`src/source/lc3b_types.sv`:
```
package lc3b_types;

typedef logic [15:0] lc3b_word;

// standard lc3b opcode field, instr[15:12].
typedef enum logic [3:0] {
	op_br   = 4'b0000,
	op_add  = 4'b0001,
	op_ldb  = 4'b0010,
	op_stb  = 4'b0011,
	op_jsr  = 4'b0100,
	op_and  = 4'b0101,
	op_ldr  = 4'b0110,
	op_str  = 4'b0111,
	op_rti  = 4'b1000,
	op_not  = 4'b1001,
	op_ldi  = 4'b1010,
	op_sti  = 4'b1011,
	op_jmp  = 4'b1100,
	op_shf  = 4'b1101,
	op_lea  = 4'b1110,
	op_trap = 4'b1111
} lc3b_opcode;

typedef enum logic [2:0] {
	alu_add  = 3'b000,
	alu_and  = 3'b001,
	alu_not  = 3'b010,
	alu_pass = 3'b011,
	alu_sll  = 3'b100,
	alu_srl  = 3'b101,
	alu_sra  = 3'b110
} lc3b_aluop;

typedef struct packed {
	lc3b_opcode opcode;
	lc3b_aluop  aluop;
	logic       load_regfile;
	logic       load_cc;
	logic [1:0] sr2mux_sel;     // immediate kind when sr2mux2_sel is set.
	logic       sr2mux2_sel;    // 0 picks sr2 register.
	logic       writemux_sel;   // dest forced to r7.
	logic       load_hazard;    // memory result, no writeback here.
	logic       bradd2mux_sel;
	logic       alumux_sel;     // trap vector into alu b.
	logic       alu_forward;
	logic [1:0] newpcmux_sel;
	logic [2:0] regfilemux_sel;
} lc3b_control_word;

endpackage : lc3b_types

```
`src/source/lc3b_stream_pkg.sv`:
```
package lc3b_stream_pkg;

// word in flight between fetch and execute.
typedef struct packed {
	lc3b_types::lc3b_word instr;
	lc3b_types::lc3b_word pc;
} queued_instr;

// one record per retired instruction.
typedef struct packed {
	lc3b_types::lc3b_word   pc;
	lc3b_types::lc3b_opcode opcode;
	logic [2:0]             dest;
	logic                   reg_write;
	lc3b_types::lc3b_word   value;
	logic [2:0]             cc;         // n z p.
} retire_rec;

endpackage : lc3b_stream_pkg

```
`src/source/control_rom.sv`:
```
`timescale 1ns/1ps

module control_rom (
	input  lc3b_types::lc3b_opcode       opcode,
	input  logic                         ir4,
	input  logic                         ir5,
	input  logic                         ir11,
	output lc3b_types::lc3b_control_word ctrl
);

	import lc3b_types::*;

	always_comb begin
		ctrl.opcode = opcode;
		ctrl.aluop = alu_pass;
		ctrl.load_regfile = 1'b0;
		ctrl.load_cc = 1'b0;
		ctrl.sr2mux_sel = 2'b00;
		ctrl.sr2mux2_sel = 1'b0;
		ctrl.writemux_sel = 1'b0;
		ctrl.load_hazard = 1'b0;
		ctrl.bradd2mux_sel = 1'b0;
		ctrl.alumux_sel = 1'b0;
		ctrl.alu_forward = 1'b0;
		ctrl.newpcmux_sel = 2'b00;
		ctrl.regfilemux_sel = 3'b000;

		case (opcode)
			op_add, op_and: begin
				if (ir5) begin
					ctrl.sr2mux_sel = 2'b10;    // sext imm5.
					ctrl.sr2mux2_sel = 1'b1;
				end
				ctrl.aluop = (opcode == op_add) ? alu_add : alu_and;
				ctrl.alu_forward = 1'b1;
				ctrl.load_regfile = 1'b1;
				ctrl.load_cc = 1'b1;
			end

			op_not: begin
				ctrl.aluop = alu_not;
				ctrl.alu_forward = 1'b1;
				ctrl.load_regfile = 1'b1;
				ctrl.load_cc = 1'b1;
			end

			op_shf: begin
				ctrl.sr2mux_sel = 2'b11;        // imm4 shift count.
				ctrl.sr2mux2_sel = 1'b1;
				if (!ir4)
					ctrl.aluop = alu_sll;
				else if (!ir5)
					ctrl.aluop = alu_srl;
				else
					ctrl.aluop = alu_sra;
				ctrl.alu_forward = 1'b1;
				ctrl.load_regfile = 1'b1;
				ctrl.load_cc = 1'b1;
			end

			op_lea: begin
				ctrl.regfilemux_sel = 3'b011;   // pc + 2 + off9 * 2.
				ctrl.alu_forward = 1'b1;
				ctrl.load_regfile = 1'b1;
				ctrl.load_cc = 1'b1;
			end

			op_br: begin
				ctrl.newpcmux_sel = 2'b01;
			end

			op_jmp: begin
				ctrl.bradd2mux_sel = 1'b1;      // target from base register.
			end

			op_jsr: begin
				ctrl.writemux_sel = 1'b1;
				ctrl.regfilemux_sel = 3'b010;   // link pc + 2.
				ctrl.load_regfile = 1'b1;
				if (!ir11)
					ctrl.bradd2mux_sel = 1'b1;  // jsrr form.
			end

			op_trap: begin
				ctrl.writemux_sel = 1'b1;
				ctrl.regfilemux_sel = 3'b010;
				ctrl.load_regfile = 1'b1;
				ctrl.alumux_sel = 1'b1;         // vector table address.
				ctrl.newpcmux_sel = 2'b10;
			end

			op_ldr, op_ldi: begin
				ctrl.sr2mux2_sel = 1'b1;        // word offset6.
				ctrl.aluop = alu_add;
				ctrl.regfilemux_sel = 3'b001;
				ctrl.load_hazard = 1'b1;
				ctrl.load_regfile = 1'b1;
				ctrl.load_cc = 1'b1;
			end

			op_ldb: begin
				ctrl.sr2mux_sel = 2'b01;        // byte offset6.
				ctrl.sr2mux2_sel = 1'b1;
				ctrl.aluop = alu_add;
				ctrl.regfilemux_sel = 3'b100;
				ctrl.load_hazard = 1'b1;
				ctrl.load_regfile = 1'b1;
				ctrl.load_cc = 1'b1;
			end

			op_str, op_sti: begin
				ctrl.sr2mux2_sel = 1'b1;
				ctrl.aluop = alu_add;
			end

			op_stb: begin
				ctrl.sr2mux_sel = 2'b01;
				ctrl.sr2mux2_sel = 1'b1;
				ctrl.aluop = alu_add;
			end

			default: begin
				ctrl = '0;                      // rti and anything unknown.
			end
		endcase
	end

endmodule : control_rom

```
`src/source/lc3b_alu.sv`:
```
`timescale 1ns/1ps

module lc3b_alu (
	input  lc3b_types::lc3b_aluop aluop,
	input  lc3b_types::lc3b_word  a,
	input  lc3b_types::lc3b_word  b,
	output lc3b_types::lc3b_word  f
);

	import lc3b_types::*;

	logic [3:0] shamt;

	assign shamt = b[3:0];                  // shifts use low nibble.

	always_comb begin
		case (aluop)
			alu_add: f = a + b;
			alu_and: f = a & b;
			alu_not: f = ~a;
			alu_sll: f = a << shamt;
			alu_srl: f = a >> shamt;
			alu_sra: f = lc3b_word'($signed(a) >>> shamt);
			default: f = b;                 // pass.
		endcase
	end

endmodule : lc3b_alu

```
`src/source/fetch_unit.sv`:
```
`timescale 1ns/1ps

module fetch_unit #(
	parameter int              QUEUE_DEPTH = 4,
	parameter logic [15:0]     START_PC    = 16'h3000
) (
	input  logic                         clk,
	input  logic                         rst,
	input  logic                         in_valid,
	input  lc3b_types::lc3b_word         in_instr,
	output logic                         in_ready,
	output logic                         q_push,
	output lc3b_stream_pkg::queued_instr q_data,
	input  logic                         credit_return
);

	import lc3b_types::*;

	localparam int CRED_W = $clog2(QUEUE_DEPTH + 1);

	logic [CRED_W-1:0] credits;
	lc3b_word          pc;
	logic              accept;

	// the send register drains every cycle, so only the pending push costs a credit.
	assign in_ready = !rst && (credits > CRED_W'(q_push));
	assign accept = in_valid && in_ready;

	always_ff @(posedge clk) begin
		if (rst) begin
			q_push <= 1'b0;
			pc <= START_PC;
			credits <= CRED_W'(QUEUE_DEPTH);
		end else begin
			q_push <= accept;
			if (accept)
				pc <= pc + 16'd2;
			case ({q_push, credit_return})
				2'b10: credits <= credits - 1'b1;
				2'b01: credits <= credits + 1'b1;
				default: credits <= credits;    // none or both.
			endcase
		end
	end

	always_ff @(posedge clk) begin
		if (accept)
			q_data <= '{instr: in_instr, pc: pc};
	end

	assert property (@(posedge clk) disable iff (rst) credits <= CRED_W'(QUEUE_DEPTH))
		else $error("[ERROR] credits over depth: 0x%h", credits);
	assert property (@(posedge clk) disable iff (rst) q_push |-> credits != '0)
		else $error("[ERROR] q_push without credit, credits 0x%h", credits);

endmodule : fetch_unit

```
`src/source/instr_queue.sv`:
```
`timescale 1ns/1ps

module instr_queue #(
	parameter int QUEUE_DEPTH = 4
) (
	input  logic                         clk,
	input  logic                         rst,
	input  logic                         push,
	input  lc3b_stream_pkg::queued_instr push_data,
	output logic                         head_valid,
	output lc3b_stream_pkg::queued_instr head,
	input  logic                         pop,
	output logic                         credit_return
);

	import lc3b_stream_pkg::*;

	localparam int PTR_W = (QUEUE_DEPTH > 1) ? $clog2(QUEUE_DEPTH) : 1;
	localparam int CNT_W = $clog2(QUEUE_DEPTH + 1);

	queued_instr      mem [QUEUE_DEPTH];
	logic [PTR_W-1:0] wptr;
	logic [PTR_W-1:0] rptr;
	logic [CNT_W-1:0] count;

	assign head_valid = (count != '0);
	assign head = mem[rptr];                // show-ahead read.
	assign credit_return = pop;             // one credit per freed slot.

	always_ff @(posedge clk) begin
		if (rst) begin
			wptr <= '0;
			rptr <= '0;
			count <= '0;
		end else begin
			if (push)
				wptr <= (wptr == PTR_W'(QUEUE_DEPTH - 1)) ? '0 : wptr + 1'b1;
			if (pop)
				rptr <= (rptr == PTR_W'(QUEUE_DEPTH - 1)) ? '0 : rptr + 1'b1;
			if (push && !pop)
				count <= count + 1'b1;
			else if (pop && !push)
				count <= count - 1'b1;
		end
	end

	always_ff @(posedge clk) begin
		if (push)
			mem[wptr] <= push_data;
	end

	assert property (@(posedge clk) disable iff (rst) push |-> count != CNT_W'(QUEUE_DEPTH))
		else $error("[ERROR] push when full, count 0x%h", count);
	assert property (@(posedge clk) disable iff (rst) pop |-> count != '0)
		else $error("[ERROR] pop when empty, count 0x%h", count);

endmodule : instr_queue

```
`src/source/execute_unit.sv`:
```
`timescale 1ns/1ps

module execute_unit (
	input  logic                         clk,
	input  logic                         rst,
	input  logic                         head_valid,
	input  lc3b_stream_pkg::queued_instr head,
	output logic                         pop,
	output logic                         retire_valid,
	output lc3b_stream_pkg::retire_rec   retire,
	input  logic                         retire_ready
);

	import lc3b_types::*;
	import lc3b_stream_pkg::*;

	lc3b_word         regs [8];
	logic [2:0]       cc;
	lc3b_word         ir;
	lc3b_opcode       opcode;
	lc3b_control_word ctrl;
	lc3b_word         sr1, sr2;
	lc3b_word         alu_b, alu_f;
	lc3b_word         pc_plus2, result;
	logic [2:0]       dest;
	logic             reg_write, cc_write;
	logic [2:0]       new_cc;

	assign ir = head.instr;
	assign opcode = lc3b_opcode'(ir[15:12]);

	control_rom u_rom (.opcode(opcode), .ir4(ir[4]), .ir5(ir[5]), .ir11(ir[11]), .ctrl(ctrl));

	assign sr1 = regs[ir[8:6]];
	assign sr2 = regs[ir[2:0]];

	always_comb begin
		if (ctrl.alumux_sel)
			alu_b = {7'b0, ir[7:0], 1'b0};  // trap vector address.
		else if (!ctrl.sr2mux2_sel)
			alu_b = sr2;
		else begin
			case (ctrl.sr2mux_sel)
				2'b00: alu_b = {{9{ir[5]}}, ir[5:0], 1'b0};  // word offset.
				2'b01: alu_b = {{10{ir[5]}}, ir[5:0]};
				2'b10: alu_b = {{11{ir[4]}}, ir[4:0]};
				default: alu_b = {12'b0, ir[3:0]};           // shift count.
			endcase
		end
	end

	lc3b_alu u_alu (.aluop(ctrl.aluop), .a(sr1), .b(alu_b), .f(alu_f));

	assign pc_plus2 = head.pc + 16'd2;

	always_comb begin
		case (ctrl.regfilemux_sel)
			3'b010: result = pc_plus2;                                  // link.
			3'b011: result = pc_plus2 + {{6{ir[8]}}, ir[8:0], 1'b0};    // lea.
			default: result = alu_f;        // alu value or effective address.
		endcase
	end

	assign dest = ctrl.writemux_sel ? 3'd7 : ir[11:9];
	assign reg_write = ctrl.load_regfile && !ctrl.load_hazard;
	assign cc_write = ctrl.load_cc && !ctrl.load_hazard;
	assign new_cc = result[15] ? 3'b100 : ((result == '0) ? 3'b010 : 3'b001);

	// take a new word when the retire slot is free or leaving.
	assign pop = head_valid && (!retire_valid || retire_ready);

	always_ff @(posedge clk) begin
		if (rst) begin
			retire_valid <= 1'b0;
			cc <= 3'b010;
			for (int i = 0; i < 8; i++)
				regs[i] <= '0;              // all registers start at zero.
		end else begin
			if (pop)
				retire_valid <= 1'b1;
			else if (retire_ready)
				retire_valid <= 1'b0;
			if (pop && reg_write)
				regs[dest] <= result;
			if (pop && cc_write)
				cc <= new_cc;
		end
	end

	always_ff @(posedge clk) begin
		if (pop)
			retire <= '{pc: head.pc, opcode: opcode, dest: dest, reg_write: reg_write,
				value: result, cc: cc_write ? new_cc : cc};
	end

	assert property (@(posedge clk) disable iff (rst) pop |-> head_valid)
		else $error("[ERROR] pop without head_valid, head pc 0x%h", head.pc);

endmodule : execute_unit

```
`src/source/lc3b_core.sv`:
```
`timescale 1ns/1ps

module lc3b_core #(
	parameter int          QUEUE_DEPTH = 4,
	parameter logic [15:0] START_PC    = 16'h3000
) (
	input  logic                       clk,
	input  logic                       rst,
	input  logic                       in_valid,
	input  lc3b_types::lc3b_word       in_instr,
	output logic                       in_ready,
	output logic                       retire_valid,
	output lc3b_stream_pkg::retire_rec retire,
	input  logic                       retire_ready
);

	import lc3b_stream_pkg::*;

	logic        q_push, credit_return;
	queued_instr q_data;
	logic        head_valid, pop;
	queued_instr head;

	fetch_unit #(.QUEUE_DEPTH(QUEUE_DEPTH), .START_PC(START_PC)) u_fetch (
		.clk(clk), .rst(rst), .in_valid(in_valid), .in_instr(in_instr),
		.in_ready(in_ready), .q_push(q_push), .q_data(q_data),
		.credit_return(credit_return));

	instr_queue #(.QUEUE_DEPTH(QUEUE_DEPTH)) u_queue (
		.clk(clk), .rst(rst), .push(q_push), .push_data(q_data),
		.head_valid(head_valid), .head(head), .pop(pop),
		.credit_return(credit_return));

	execute_unit u_exec (
		.clk(clk), .rst(rst), .head_valid(head_valid), .head(head), .pop(pop),
		.retire_valid(retire_valid), .retire(retire), .retire_ready(retire_ready));

endmodule : lc3b_core

```
`config.mk`:
```
export PLATFORM = sky130hd
export DESIGN_NAME = lc3b_core
export DESIGN_NICKNAME = d
export VERILOG_FILES = /design/src/source/lc3b_types.sv /design/src/source/lc3b_stream_pkg.sv /design/src/source/control_rom.sv /design/src/source/lc3b_alu.sv /design/src/source/fetch_unit.sv /design/src/source/instr_queue.sv /design/src/source/execute_unit.sv /design/src/source/lc3b_core.sv
export SDC_FILE = /design/constraint.sdc
export NUM_CORES = 1
export LEC_CHECK = 0
export ABC_AREA = 1
export BUFFER_PORTS_ARGS = -buffer_cell sky130_fd_sc_hd__clkbuf_2
export CORE_ASPECT_RATIO = 0.75
export CORE_MARGIN = 8
export CORE_UTILIZATION = 55
export CTS_BUF_LIST = sky130_fd_sc_hd__clkbuf_4 sky130_fd_sc_hd__clkbuf_8 sky130_fd_sc_hd__clkbuf_16
export CTS_CLUSTER_SIZE = 12
export DETAILED_ROUTE_END_ITERATION = 7
export PLACE_DENSITY_LB_ADDON = 0.15
export SYNTH_ARGS = -nofsm -noshare
export SYNTH_HDL_FRONTEND = slang
export SYNTH_SLANG_ARGS = --single-unit
export TNS_END_PERCENT = 1
```
`constraint.sdc`:
```
create_clock -name clk -period 5.4 [get_ports clk]
set_input_delay 0.81 -clock clk [delete_from_list [all_inputs] [get_ports clk]]
set_output_delay 0.81 -clock clk [all_outputs]
set_load 0.01 [all_outputs]
```
==> impl_metrics.json, run 1 <==
{
  "synth_top_area_share_pct": 47.9,
  "final_antenna_net_count": 0,
  "holdPathEnd": "u_fetch.q_data[28]",
  "synthXorXnorAreaFrac_pct": 0.860,
  "crit_path_start_kind": "flop",
  "yosysTopAreaCell": "edfxtp_1",
  "crit_fanout": 8,
  "dpl.hpwl_um": 47100,
  "die_area_mm2": 0.0435,
  "period_minus_slack_ns": 5.07,
  "routed_wl_um": 64300,
  "critPathSlowestCell": "dfxtp_4",
  "numCtsBuffers": 38,
  "coreArea_mm2": 0.0368,
  "synth.distinct_cells": 61,
  "synthMuxAreaShare_pct": 0,
  "cp.arrival_ns": 5.34,
  "synth_top_family_by_area": "simple AND/OR/NAND/NOR gates",
  "vias": 17500,
  "finClkSkew_ns": 0.0201,
  "worstHoldPathCells": 1,
  "drtPass1Iterations": 6,
  "nNetsFinal": 2550,
  "dr.first_iter.drc_count": 2262,
  "drc": 0,
  "clk_pin_slew_ns": 0.06,
  "clk_path_buf_depth": 3,
  "worstReg2RegEnd": "u_exec.retire[0]",
  "hold_violations": 0,
  "setup_slack_ns": 0.331,
  "ios": 65,
  "rows": 61,
  "synth_common_cells": "nand2_1 (690), edfxtp_1 (325), nand3_1 (302), nor2_1 (226), inv_1 (218)",
  "yosys.area_share.simple_pct": 28.0,
  "fillers": 3217,
  "drive_gt1_share_pct": 13.2,
  "r2r_slack_ns": 0.33,
  "rr_worst_depth": 32,
  "diodes": 0,
  "cpMostUsedCell": "nand2_1",
  "async_flop_share_pct": 0,
  "gr-total-overflow": 0,
  "worst_pin_slew_ns": 1.21,
  "synth_edf_count": 325,
  "placed_area_mm2": 0.0212,
  "pre_cts_ws_ns": -0.120,
  "wl_per_cell_um": 21.3,
  "htreeDepth": 2,
  "netlist_instances": 2401,
  "syn_to_final_growth_pct": 11.6,
  "die_w_um": 238,
  "ys_ff_latch": 357,
  "tns_ns": 0,
  "final.period_utilization_pct": 93.9,
  "worstSkewPairLatency_ns": 0.54,
  "synthFlopType": "edfxtp_1",
  "viasPerCell": 5.82,
  "antenna_found_initial": 1,
  "initial_core_util_pct": 55.4,
  "ys_seq_area_share_pct": 51.0,
  "finalSetupViolations": 0,
  "required_ns": 5.68,
  "final_cell_area_mm2": 0.0227,
  "ys_top_cells_by_area": "edfxtp_1 (48%), nand2_1 (13%), nand3_1 (7.4%)",
  "max_slew_margin_pct": 19.4,
  "grt_max_degree": 72,
  "grt_pass1_vias": 15700,
  "cts_hold_buf": 0,
  "cts_root_buf": "clkbuf_16",
  "synth_area_mm2": 0.0204,
  "syn_nets": 2470,
  "status": "finished, final reports clean",
  "slew_violations": 0,
  "maxCapViolCount": 0,
  "ys_warn_count": 0,
  "hp-start": "in_instr[12]",
  "synth_most_common_cell": "nand2_1",
  "port_buffers": 63,
  "critPathMaxStageDelay_ns": 0.38,
  "synth-compound-area-share_pct": 9.29,
  "fp.dieH_um": 183,
  "fmax_ghz": 0.197,
  "cts_tree": "yes",
  "place.gp.congestion": 1.02,
  "cts_sinks": 357,
  "synthAdderAreaFrac_pct": 3.16,
  "grt_usage_pct": 28.9,
  "grt_pass1_wl_um": 96600,
  "avgSynthCellArea_um2": 8.49,
  "path_class": "reg -> reg",
  "cp-end-kind": "flop",
  "timing.hold.worst.class": "in -> reg"
}
## layer usage
metal / track usage, % / vias to the layer above / wire (um)
met2: 38.8 / 965 / 25400
met5: 0 / - / 0
met1: 45.6 / 8181 / 29900
met3: 7.99 / 78 / 7960
li1: - / 8298 / -
met4: 5.35 / 0 / 1020
## cell families after synthesis
family,Yosys count
adders and majority gates,49
and+or+nand+nor,1318
DFF,357
other,1
AOI/OAI and AO/OA,311
xor gates and xnor gates,20
buffers and inverters,345
## state kept, by name, summed over array words and instances, names as in the netlist, named ones only
register             count
u_fetch.q_push           1
u_queue.rptr             2
u_exec.regs            128
u_fetch.credits          3
u_exec.retire_valid      1
u_fetch.q_data          31
u_queue.count            3
u_exec.retire           42
u_queue.mem            124
u_fetch.pc              15
u_queue.wptr             2
u_exec.cc                3
## layout by cell type (no fill, tap or decap), types with 26 or more instances in the layout
| cell | count |
|---|---|
| nand2_1 | 686 |
| nand2_2 | 26 |
| nor2_1 | 223 |
| ha_1 | 39 |
| inv_1 | 217 |
| a21oi_1 | 101 |
| clkbuf_16 | 39 |
| nand3_1 | 301 |
| clkbuf_2 | 63 |
| o211ai_1 | 43 |
| buf_4 | 68 |
| edfxtp_1 | 325 |
| o21ai_0 | 80 |
| dfxtp_1 | 31 |
## metrics by stage
| step | instances | util (%) | hold slack (ns) |
|---|---|---|---|
| after floorplan | 2401 | - | 0.408 |
| after global placement | 2933 | 57.7 | 0.429 |
| after detailed placement | 2933 | 57.7 | 0.442 |
| after CTS | 3000 | 61.0 | 0.422 |
| after global routing | 3012 | 61.8 | 0.430 |
| final | 3012 | 61.8 | 0.444 |
## critical path, delay by kind of cell, from the launching register on
family                   cells  cell delay, ns
AND/OR/NAND/NOR             17            1.89
AO/OA/AOI/OAI                7            1.26
adder cells (fa/ha/maj)      2            0.60
flip-flops                   1            0.38
XOR/XNOR                     1            0.16
buffers and inverters        5            0.51
## area by class of cell
type	instances	area, um^2	area share, %
clock buffer	60	1150	5.07
timing repair buffer	145	992	4.36
inverter	240	916	4.03
tap	504	631	2.77
clock inverter	7	50.0	0.220
multi-input combinational	1699	8600	37.8
sequential	357	10400	45.7
## worst max-delay path by stage
stage / startpoint / to / slack [ns]
after CTS: flop / u_exec.retire[0] / 0.04
after global routing: flop / u_exec.retire[0] / -0.02
after detailed placement: flop / u_exec.retire[0] / -0.12
final: flop / u_exec.retire[0] / 0.33
after global placement: flop / u_exec.retire[0] / -0.11
after floorplan: flop / u_exec.retire[0] / 0.04
## repair_timing
action	4_1_cts	5_1_grt
setup buffers	0	12
pin swaps	0	9
hold endpoints to repair	0	0
setup endpoints to repair	1	79
gates resized for setup	1	57
Power of run 1 is left out: the tool's default activity adds up to more than one toggle a clock period on the data nets, which glitch-free logic cannot reach.
==> run 2: changes to the inputs <==
CORE_ASPECT_RATIO = 2   (was 0.75)
GPL_ROUTABILITY_DRIVEN = 0   (was default)
==> run 2 against run 1 <==
Setup slack lost 0.028 ns; cell count shrank 2.2%; maximum frequency shrank 0.55%; non-clock buffer count shrank 15; sequential share of layout area grew 0.60 points; critical path type unchanged; highest routed layer unchanged.
==> impl_metrics.json, run 2 (same netlist as run 1, synthesis figures left out) <==
{
  "cp-end-kind": "flop",
  "grt_usage_pct": 27.0,
  "crit_fanout": 29,
  "clk_path_buf_depth": 3,
  "holdPathEnd": "u_fetch.q_data[14]",
  "grt_pass1_wl_um": 93100,
  "critPathMaxStageDelay_ns": 0.41,
  "die_w_um": 152,
  "antenna_found_initial": 0,
  "maxCapViolCount": 0,
  "cp.arrival_ns": 5.39,
  "fp.dieH_um": 288,
  "cts_tree": "yes",
  "crit_path_start_kind": "flop",
  "top_regs": "u_exec.regs x128, u_queue.mem x124, u_exec.retire x42",
  "final.period_utilization_pct": 94.4,
  "worstSkewPairLatency_ns": 0.55,
  "placed_area_mm2": 0.0211,
  "grtUsageMet1_pct": 33.2,
  "dr.first_iter.drc_count": 1710,
  "final_antenna_net_count": 0,
  "hold_violations": 0,
  "slew_violations": 0,
  "viasPerCell": 5.99,
  "gr-total-overflow": 0,
  "period_minus_slack_ns": 5.10,
  "cts_sinks": 357,
  "htreeDepth": 2,
  "final_common_cell": "nand2_1",
  "busiest_layer": "met2",
  "r2r_slack_ns": 0.30,
  "numCtsBuffers": 36,
  "vias": 17600,
  "grtUsageMet3_pct": 4.35,
  "timing.hold.worst.class": "reg -> reg",
  "cpMostUsedCell": "nand2_1",
  "required_ns": 5.69,
  "cp_num_buf_inv": 3,
  "fmax_ghz": 0.196,
  "ios": 65,
  "final_cell_area_mm2": 0.0225,
  "max_slew_margin_pct": 22.8,
  "clk_pin_slew_ns": 0.06,
  "drive_gt1_share_pct": 11.8,
  "hp-start": "u_fetch.pc[14]",
  "grt_max_degree": 80,
  "worstHoldPathCells": 0,
  "diodes": 0,
  "path_delay_family": "simple AND/OR/NAND/NOR gates",
  "port_buffers": 63,
  "finalSetupViolations": 0,
  "cts_root_buf": "clkbuf_16",
  "syn_to_final_growth_pct": 10.2,
  "worstReg2RegEnd": "u_exec.retire[0]",
  "coreArea_mm2": 0.0369,
  "routed_wl_um": 60700,
  "top_register": "u_exec.regs",
  "die_area_mm2": 0.0438,
  "status": "finished, final reports clean",
  "tns_ns": 0,
  "grt_pass1_vias": 16700,
  "drc": 0,
  "pre_cts_ws_ns": 0.100,
  "layout_common_cells": "nand2_1 (690), edfxtp_1 (325), nand3_1 (301)",
  "largest_register_ffs": 128,
  "nNetsFinal": 2533,
  "dpl.hpwl_um": 41500,
  "cts_hold_buf": 0,
  "rr_worst_depth": 30,
  "critPathSlowestCell": "ha_1",
  "worst_pin_slew_ns": 1.15,
  "drtPass1Iterations": 6,
  "initial_core_util_pct": 55.2,
  "gr-usage-met2_pct": 45.6,
  "rows": 100,
  "path_class": "reg -> reg",
  "setup_slack_ns": 0.303,
  "finClkSkew_ns": 0.0245,
  "wl_per_cell_um": 20.6
}
-- run 2: changes by cell type in the layout (fill, tap and decap cells not counted), sizes merged --
cell / change
clkbuf: -2
clkinvlp: -1
clkinv: +4
inv: -6
buf: -17
-- run 2: worst max path at each step --
stage,start,end,slack (ns),cells past startpoint
floorplan,flop,u_exec.retire[0],0.04,39
global placement,flop,u_exec.retire[0],0.22,33
detailed placement,flop,u_exec.retire[0],0.10,33
CTS,flop,u_exec.retire[0],0.11,33
global route,flop,u_exec.retire[0],-0.05,38
finish,flop,u_exec.retire[0],0.30,30
-- run 2: through the flow --
step           hold slack [ns]  std cells  utilization [%]
2_1_floorplan            0.408       2401                -
3_5_place_dp             0.422       2874             57.2
4_1_cts                  0.418       2934             60.3
6_report                 0.437       2945             60.8
3_3_place_gp             0.413       2874             57.2
5_1_grt                  0.426       2945             60.8
-- run 2: area by class of cell --
class / count / area [um^2]
multi-input cells: 1699 / 8480
repair buffers: 130 / 937
fillers: 3213 / 14500
clock inverters: 4 / 57.6
well taps: 459 / 574
clock buffers: 56 / 1080
flip-flops and latches: 357 / 10400
inverters: 240 / 918
-- run 2: per-layer routing --
layer	routed length, um	vias to the layer above
li1	-	8233
met1	23500	8287
met2	29100	931
met3	5190	187
met4	2920	0
met5	0	-
-- run 2: worst register-to-register path, delay by kind of cell, from the launching register on --
family                     cells  cell delay (ns)
buffers and inverters          3             0.89
adders and majority gates      1             0.41
AOI/OAI and AO/OA              8             1.10
and+or+nand+nor               18             2.10
DFF                            1             0.35
-- run 2: what timing repair did --
action,in CTS,in global routing
buffers inserted,0,9
setup endpoints to repair,0,63
resized for setup,0,25
Power of run 2 is left out for the same reason.
